--- src/verilog/routerPkg.sv ---
package routerPkg;

  localparam int FlitWidth = 16;
  localparam int LenWidth = 12;
  localparam int NumPorts = 5;

  typedef logic [FlitWidth-1:0] flitData;
  typedef logic [1:0] flitKind;
  typedef logic [LenWidth-1:0] pktLength;
  typedef logic [2:0] portIdx;

  localparam flitKind KindHead = 2'd1;
  localparam flitKind KindBody = 2'd2;
  localparam flitKind KindTail = 2'd3;

  localparam portIdx PortLocal = 3'd0;
  localparam portIdx PortNorth = 3'd1;
  localparam portIdx PortEast = 3'd2;
  localparam portIdx PortWest = 3'd3;
  localparam portIdx PortSouth = 3'd4;

  // grant states are one past the port index they serve
  typedef enum logic [2:0] {
    Idle = 3'd0,
    GrantLocal = 3'd1,
    GrantNorth = 3'd2,
    GrantEast = 3'd3,
    GrantWest = 3'd4,
    GrantSouth = 3'd5
  } grantState;

  // a head of length 1 is a whole packet and closes itself
  function automatic logic isTail(flitKind kind, flitData data);
    return (kind == KindTail) ||
           ((kind == KindHead) && (data[LenWidth-1:0] == pktLength'(1)));
  endfunction

endpackage
--- src/verilog/flitIf.sv ---
`timescale 1ns/1ps

interface flitIf import routerPkg::*; ();

  logic valid;
  logic ready;
  flitData data;
  flitKind kind;
  // a head is waiting at this port and the port is not draining
  logic reqPending;

  modport source (
    output valid, data, kind,
    input ready, reqPending
  );

  modport sink (
    input valid, data, kind,
    output ready, reqPending
  );

  modport monitor (
    input valid, ready, data, kind, reqPending
  );

endinterface

--- src/verilog/outputArbiter.sv ---
`timescale 1ns/1ps

module outputArbiter import routerPkg::*; #(
  parameter int TimeoutSlack = 8
) (
  input logic clk,
  input logic rst,
  input logic localValid,
  output logic localReady,
  input flitData localData,
  input flitKind localKind,
  input logic northValid,
  output logic northReady,
  input flitData northData,
  input flitKind northKind,
  input logic eastValid,
  output logic eastReady,
  input flitData eastData,
  input flitKind eastKind,
  input logic westValid,
  output logic westReady,
  input flitData westData,
  input flitKind westKind,
  input logic southValid,
  output logic southReady,
  input flitData southData,
  input flitKind southKind,
  output logic outValid,
  input logic outReady,
  output flitData outData,
  output flitKind outKind,
  output portIdx outPort,
  output logic abortValid,
  output portIdx abortPort
);

  logic [NumPorts-1:0] timesUp;
  logic [NumPorts-1:0] runTimer;
  portIdx grantPort;
  logic grantActive;
  logic tailSent;

  flitIf localFlit ();
  flitIf northFlit ();
  flitIf eastFlit ();
  flitIf westFlit ();
  flitIf southFlit ();

  assign {localFlit.valid, localFlit.data, localFlit.kind} = {localValid, localData, localKind};
  assign {northFlit.valid, northFlit.data, northFlit.kind} = {northValid, northData, northKind};
  assign {eastFlit.valid, eastFlit.data, eastFlit.kind} = {eastValid, eastData, eastKind};
  assign {westFlit.valid, westFlit.data, westFlit.kind} = {westValid, westData, westKind};
  assign {southFlit.valid, southFlit.data, southFlit.kind} = {southValid, southData, southKind};

  assign localReady = localFlit.ready;
  assign northReady = northFlit.ready;
  assign eastReady = eastFlit.ready;
  assign westReady = westFlit.ready;
  assign southReady = southFlit.ready;

  portTimer #(.TimeoutSlack(TimeoutSlack)) timerLocal (
    .clk, .rst, .flit(localFlit), .runTimer(runTimer[PortLocal]), .timesUp(timesUp[PortLocal])
  );
  portTimer #(.TimeoutSlack(TimeoutSlack)) timerNorth (
    .clk, .rst, .flit(northFlit), .runTimer(runTimer[PortNorth]), .timesUp(timesUp[PortNorth])
  );
  portTimer #(.TimeoutSlack(TimeoutSlack)) timerEast (
    .clk, .rst, .flit(eastFlit), .runTimer(runTimer[PortEast]), .timesUp(timesUp[PortEast])
  );
  portTimer #(.TimeoutSlack(TimeoutSlack)) timerWest (
    .clk, .rst, .flit(westFlit), .runTimer(runTimer[PortWest]), .timesUp(timesUp[PortWest])
  );
  portTimer #(.TimeoutSlack(TimeoutSlack)) timerSouth (
    .clk, .rst, .flit(southFlit), .runTimer(runTimer[PortSouth]), .timesUp(timesUp[PortSouth])
  );

  grantFsm fsm (
    .clk,
    .rst,
    .localPort(localFlit),
    .northPort(northFlit),
    .eastPort(eastFlit),
    .westPort(westFlit),
    .southPort(southFlit),
    .timesUp,
    .tailSent,
    .outReady,
    .grantPort,
    .grantActive,
    .runTimer,
    .abortValid,
    .abortPort
  );

  flitSwitch switch (
    .clk,
    .rst,
    .localPort(localFlit),
    .northPort(northFlit),
    .eastPort(eastFlit),
    .westPort(westFlit),
    .southPort(southFlit),
    .grantPort,
    .grantActive,
    .abortValid,
    .abortPort,
    .outValid,
    .outReady,
    .outData,
    .outKind,
    .outPort,
    .tailSent
  );

endmodule

--- src/verilog/flitSwitch.sv ---
`timescale 1ns/1ps

module flitSwitch import routerPkg::*; (
  input logic clk,
  input logic rst,
  flitIf.sink localPort,
  flitIf.sink northPort,
  flitIf.sink eastPort,
  flitIf.sink westPort,
  flitIf.sink southPort,
  input portIdx grantPort,
  input logic grantActive,
  input logic abortValid,
  input portIdx abortPort,
  output logic outValid,
  input logic outReady,
  output flitData outData,
  output flitKind outKind,
  output portIdx outPort,
  output logic tailSent
);

  logic [NumPorts-1:0] inValid;
  flitData inData [NumPorts];
  flitKind inKind [NumPorts];
  logic [NumPorts-1:0] inReady;
  logic [NumPorts-1:0] inTail;
  logic [NumPorts-1:0] pending;
  logic [NumPorts-1:0] drain;
  logic [NumPorts-1:0] drainNow;
  logic [NumPorts-1:0] drainDone;

  assign inValid = {southPort.valid, westPort.valid, eastPort.valid,
                    northPort.valid, localPort.valid};
  assign inData = '{localPort.data, northPort.data, eastPort.data, westPort.data, southPort.data};
  assign inKind = '{localPort.kind, northPort.kind, eastPort.kind, westPort.kind, southPort.kind};

  assign {southPort.ready, westPort.ready, eastPort.ready,
          northPort.ready, localPort.ready} = inReady;
  assign {southPort.reqPending, westPort.reqPending, eastPort.reqPending,
          northPort.reqPending, localPort.reqPending} = pending;

  // an aborted port starts swallowing flits in the abort cycle itself
  always_comb
  begin
    for (int i = 0; i < NumPorts; i++)
    begin
      inTail[i] = isTail(inKind[i], inData[i]);
      drainNow[i] = drain[i] || (abortValid && (abortPort == portIdx'(i)));
      inReady[i] = drainNow[i] || (grantActive && (grantPort == portIdx'(i)) && outReady);
      pending[i] = inValid[i] && (inKind[i] == KindHead) && !drainNow[i];
      drainDone[i] = drainNow[i] && inValid[i] && inTail[i];
    end
  end

  assign outValid = grantActive && inValid[grantPort];
  assign outData = inData[grantPort];
  assign outKind = inKind[grantPort];
  assign outPort = grantPort;
  assign tailSent = outValid && outReady && inTail[grantPort];

  always_ff @(posedge clk)
  begin
    if (rst)
      drain <= '0;
    else
      drain <= drainNow & ~drainDone;
  end

endmodule

--- src/verilog/grantFsm.sv ---
`timescale 1ns/1ps

module grantFsm import routerPkg::*; (
  input logic clk,
  input logic rst,
  flitIf.monitor localPort,
  flitIf.monitor northPort,
  flitIf.monitor eastPort,
  flitIf.monitor westPort,
  flitIf.monitor southPort,
  input logic [NumPorts-1:0] timesUp,
  input logic tailSent,
  input logic outReady,
  output portIdx grantPort,
  output logic grantActive,
  output logic [NumPorts-1:0] runTimer,
  output logic abortValid,
  output portIdx abortPort
);

  grantState state;
  grantState nextState;
  logic [NumPorts-1:0] pending;
  logic [NumPorts-1:0] accepted;
  logic [NumPorts-1:0] req;
  logic expire;
  portIdx rotateStart;

  // first requester found when walking the ports from first onwards
  function automatic grantState pickNext(logic [NumPorts-1:0] reqs, portIdx first);
    grantState pick;
    portIdx idx;
    pick = Idle;
    for (int k = NumPorts - 1; k >= 0; k--)
    begin
      idx = portIdx'((int'(first) + k) % NumPorts);
      if (reqs[idx])
        pick = grantState'(idx + 3'd1);
    end
    return pick;
  endfunction

  assign pending = {southPort.reqPending, westPort.reqPending, eastPort.reqPending,
                    northPort.reqPending, localPort.reqPending};
  assign accepted = {southPort.valid && southPort.ready, westPort.valid && westPort.ready,
                     eastPort.valid && eastPort.ready, northPort.valid && northPort.ready,
                     localPort.valid && localPort.ready};

  // a head taken this cycle is no longer a request for the next grant
  assign req = pending & ~accepted;

  assign grantPort = (state == Idle) ? PortLocal : portIdx'(state - 3'd1);

  // an expired budget takes the grant away in the same cycle it is seen
  assign expire = (state != Idle) && timesUp[grantPort];
  assign grantActive = (state != Idle) && !expire;

  assign abortValid = expire;
  assign abortPort = grantPort;

  always_comb
  begin
    runTimer = '0;
    if (grantActive && outReady)
      runTimer[grantPort] = 1'b1;
  end

  assign rotateStart = (grantPort == PortSouth) ? PortLocal : grantPort + 3'd1;

  always_comb
  begin
    nextState = state;
    if (state == Idle)
      nextState = pickNext(req, PortLocal);
    else if (tailSent || expire)
      nextState = pickNext(req, rotateStart);
  end

  always_ff @(posedge clk)
  begin
    if (rst)
      state <= Idle;
    else
      state <= nextState;
  end

endmodule

--- src/verilog/portTimer.sv ---
`timescale 1ns/1ps

module portTimer import routerPkg::*; #(
  parameter int TimeoutSlack = 8
) (
  input logic clk,
  input logic rst,
  flitIf.monitor flit,
  input logic runTimer,
  output logic timesUp
);

  pktLength budget;
  pktLength count;
  logic headTaken;

  assign headTaken = flit.valid && flit.ready && (flit.kind == KindHead);

  // a zero count means no packet is being timed
  assign timesUp = (count != '0) && (count == budget);

  always_ff @(posedge clk)
  begin
    if (headTaken)
      budget <= flit.data[LenWidth-1:0] + pktLength'(TimeoutSlack);
  end

  // the count holds while the output stalls and restarts with every head,
  // which also counts the cycle in which the head itself goes out
  always_ff @(posedge clk)
  begin
    if (rst)
      count <= '0;
    else if (headTaken)
      count <= pktLength'(runTimer);
    else if (timesUp)
      count <= '0;
    else if (runTimer)
      count <= count + pktLength'(1);
  end

endmodule

--- config.mk ---
export PLATFORM = sky130hd
export DESIGN_NAME = outputArbiter
export DESIGN_NICKNAME = d
export VERILOG_FILES = /design/src/verilog/routerPkg.sv /design/src/verilog/flitIf.sv /design/src/verilog/outputArbiter.sv /design/src/verilog/flitSwitch.sv /design/src/verilog/grantFsm.sv /design/src/verilog/portTimer.sv
export SDC_FILE = /design/constraint.sdc
export NUM_CORES = 1
export LEC_CHECK = 0
export BUFFER_PORTS_ARGS = -buffer_cell sky130_fd_sc_hd__buf_2
export CELL_PAD_IN_SITES_DETAIL_PLACEMENT = 1
export CELL_PAD_IN_SITES_GLOBAL_PLACEMENT = 2
export CORE_MARGIN = 3
export CORE_UTILIZATION = 35
export DETAILED_ROUTE_END_ITERATION = 6
export HOLD_SLACK_MARGIN = 0.08
export PLACE_DENSITY = 0.82
export SLEW_MARGIN = 20
export SYNTH_ARGS = -nofsm -noshare
export SYNTH_HDL_FRONTEND = slang
export SYNTH_SLANG_ARGS = --single-unit
export TNS_END_PERCENT = 100
--- constraint.sdc ---
create_clock -name clk -period 6.4 [get_ports clk]
set_input_delay 1.28 -clock clk [delete_from_list [all_inputs] [get_ports clk]]
set_output_delay 1.28 -clock clk [all_outputs]
set_load 0.1 [all_outputs]
==> results.toml <==
[logic_synthesis]
synth-compound-area-share_pct = 15.6
synth_area_per_cell_um2 = 8.74
synthFlopType = "dfxtp_1"
synth_async_sr_flop_share_pct = 0
synthSimpleGateAreaFrac_pct = 24.4
muxShareOfSynthArea_pct = 1.65
post_synth_xor_area_fraction_pct = 14.3
synth_fp_nets = 1132
synthAdderAreaFrac_pct = 3.69
synth_cells = 1008
synth_edf_count = 60
seq_area_frac_synth_pct = 35.9
netlist.area_leader.share_pct = 20.5
synth_area_um2 = 8810
yosys_register_bits = 128
synth_top_family_by_area = "simple AND/OR/NAND/NOR gates"
yosysUniqueCellTypes = 87
synthTopCellsByArea = "edfxtp_1, dfxtp_1, xnor2_1, nand2_1, xor2_1"
synth_common_cells = "xnor2_1, nand2_1, nor2_1"
ys_warn_count = 0
synth_top_area_cell = "edfxtp_1"
yosysMostFrequentCell = "xnor2_1"

[sta]
fin_crit_sh_pct = 91.0
tightest_slew_ns = 1.10
finalSetupTns_ns = 0
layout_min_cycle_time_ns = 5.82
setup_viol = 0
skew_ns = 0.0113
finalHoldViolations = 0
slew_violations = 0
slew_headroom_pct = 26.3
max_freq_mhz = 172
rsz0062_at_grt = "false"
worst_slack_ns = 0.575

[detailed_routing]
drt_iter0_drc = 740
ant_nets = 0
via_per_inst = 5.68
wl_per_cell_um = 21.4
vias = 8281
totalWireLength_um = 31200
drc = 0
drtPass1Iterations = 5

[power_and_ir_drop]
power.internal_mw = 1.99
irDropWorstVdd_uv = 304
p_leak_nw = 3.82
combPwrFrac_pct = 56.3
p_switching_mw = 2.32
power.density_nw_per_um2 = 415
switching_share_pct = 53.8
seqPwrFrac_pct = 21.2
p_clk_share_pct = 22.4

[setup_path]
critical_path_arrival_ns = 4.54
slowest_stage = "ha_1"
cp_common_cell = "buf_4"
path_cells = "nor2_1 > ha_1 > or2_1 > buf_4 > nand2_1 > nor2_4 > buf_4 > a222oi_1 > buf_4 > a311oi_2 > or2_1 > buf_12"
cp.required_ns = 5.12
path_class = "flip-flop to primary output"
end_kind = "primary output"
start_kind = "flip-flop"
crit_fanout = 29
cp_slowest_stage_delay_ns = 0.69

[cts]
clockBufferDepth = 2
cts-buffers-inserted = 17
cts-hold-fix-buffers = 0
post_cts_resized = 0
cts.sinks = 128
clk_pin_slew_ns = 0.07
cts_tree = "built"
cts_root_buf = "clkbuf_16"
htreeDepth = 4
post-cts-setup-buffer-count = 0
clock_latency_ns = 0.42

[die]
fp.dieW_um = 165
core_um2 = 24500
fp.dieArea_um2 = 27100
dieHeight_um = 165
ioPinCount = 129
start_util_pct = 35.9
rows = 57

[place]
place_area_um2 = 9810
placed_cells = 1424
dp_slack_ns = 0.973
gp_congestion = 0.898
port_buffers = 128
dpl.hpwl_um = 24100

[layout]
layout-drive-gt1-share_pct = 18.4
multi_input_area_um2 = 5270
seq_area_um2 = 3160
n_fill_cell = 2916
final_cells = 1457
final_area_um2 = 10400
final_nets = 1244
diodes = 0
area_delta_synth_final_pct = 18.1

[grt]
antenna_found_initial = 0
grt_usage_pct = 23.0
grt_overflow_total = 0
grt_max_degree = 47
grt_pass1_wl_um = 48300
grt_pass1_vias = 8333

[min_path]
hp-class = "flip-flop to flip-flop"

[run_status]
outcome = "completed"

[run]
max_cap_violations = 0
-- registers in the layout, indices dropped and copies added (netlist names) --
name,cells
timerLocal.budget,12
fsm.state,3
timerEast.count,12
timerNorth.budget,12
timerWest.budget,12
timerLocal.count,12
timerSouth.count,12
timerSouth.budget,12
timerNorth.count,12
timerWest.count,12
timerEast.budget,12
switch.drain,5
-- critical path, delay by kind of cell (launching register included) --
kind	cells	cell delay [ns]
buffers and inverters	4	1.11
AND/OR/NAND/NOR	5	1.07
AO/OA/AOI/OAI	2	0.71
adder cells (fa/ha/maj)	1	0.69
flip-flops	1	0.53
-- placed cells by master (no fill, tap or decap), drive strengths merged, types with 3 or more instances in the layout --
| cell | instances |
|---|---|
| nand3b | 3 |
| nor2 | 96 |
| nor2b | 10 |
| o31ai | 4 |
| dfxtp | 68 |
| nor3b | 5 |
| xnor2 | 103 |
| a21oi | 53 |
| o21ai | 40 |
| clkbuf | 22 |
| nor4 | 24 |
| and4 | 4 |
| and2 | 9 |
| nor4b | 10 |
| nor3 | 16 |
| a31oi | 27 |
| and3 | 26 |
| or3 | 11 |
| a2111oi | 5 |
| edfxtp | 60 |
| nand3 | 39 |
| clkinv | 4 |
| a21o | 5 |
| nand4 | 37 |
| buf | 140 |
| nand2b | 4 |
| nand2 | 97 |
| a22oi | 23 |
| or4 | 4 |
| mux2i | 10 |
| xor2 | 41 |
| ha | 26 |
| inv | 48 |
| a211oi | 11 |
| or2 | 4 |
-- logic make-up (layout without fill, tap and decap cells) --
kind of cell    Yosys count  after routing
buf+inv                  89            214
flops                   128            128
mux                      13             13
compound gates          204            204
xor+xnor                144            144
simple gates            404            404
fa+ha+maj                26             26
-- worst paths after layout --
check                               startpoint                           endpoint  slack [ns]  cells past startpoint
max reg2reg          fsm.state[1]$_SDFFE_PP0P_    timerWest.count[1]$_SDFFE_PP0P_        0.88                     14
min reg2reg  timerNorth.count[11]$_SDFFE_PP0P_  timerNorth.count[11]$_SDFFE_PP0P_        0.54                      2
max                  fsm.state[1]$_SDFFE_PP0P_                          westReady        0.58                     12
min          timerNorth.count[11]$_SDFFE_PP0P_  timerNorth.count[11]$_SDFFE_PP0P_        0.54                      2
-- per-stage QoR --
step / hold WS [ns] / power [mW] / utilization (%)
2_1_floorplan: 0.480 / 2.81 / -
3_3_place_gp: 0.505 / 3.33 / 40.0
3_5_place_dp: 0.532 / 3.34 / 40.0
4_1_cts: 0.537 / 4.32 / 42.3
5_1_grt: 0.574 / 4.52 / 42.4
6_report: 0.540 / 4.31 / 42.4
-- per-layer routing --
metal / routed length, um / part of all wire (%) / vias up / track usage (%)
met5: 0 / 0 / - / 0
met4: 432 / 1.4 / 0 / 5.30
met3: 1460 / 4.7 / 40 / 3.16
met2: 14900 / 48 / 222 / 38.0
met1: 14400 / 46 / 4120 / 31.9
li1: - / - / 3899 / -
-- power groups by stage --
stage          Sequential, mW  Combinational [mW]  Clock (mW)
2_1_floorplan           0.904                1.91           0
3_3_place_gp            0.931                2.40           0
3_5_place_dp            0.933                2.41           0
4_1_cts                 0.915                2.42       0.986
5_1_grt                 0.920                2.59        1.02
6_report                0.916                2.43       0.968
-- layout make-up --
type	count	area share, %
Tap cell	324	3.90
Inverter	41	1.48
Clock inverter	11	0.866
Sequential cell	128	30.4
Timing Repair Buffer	141	7.97
Clock buffer	21	4.74
Multi-Input combinational cell	791	50.6
Note: power is estimated with default switching activity, not from simulation.
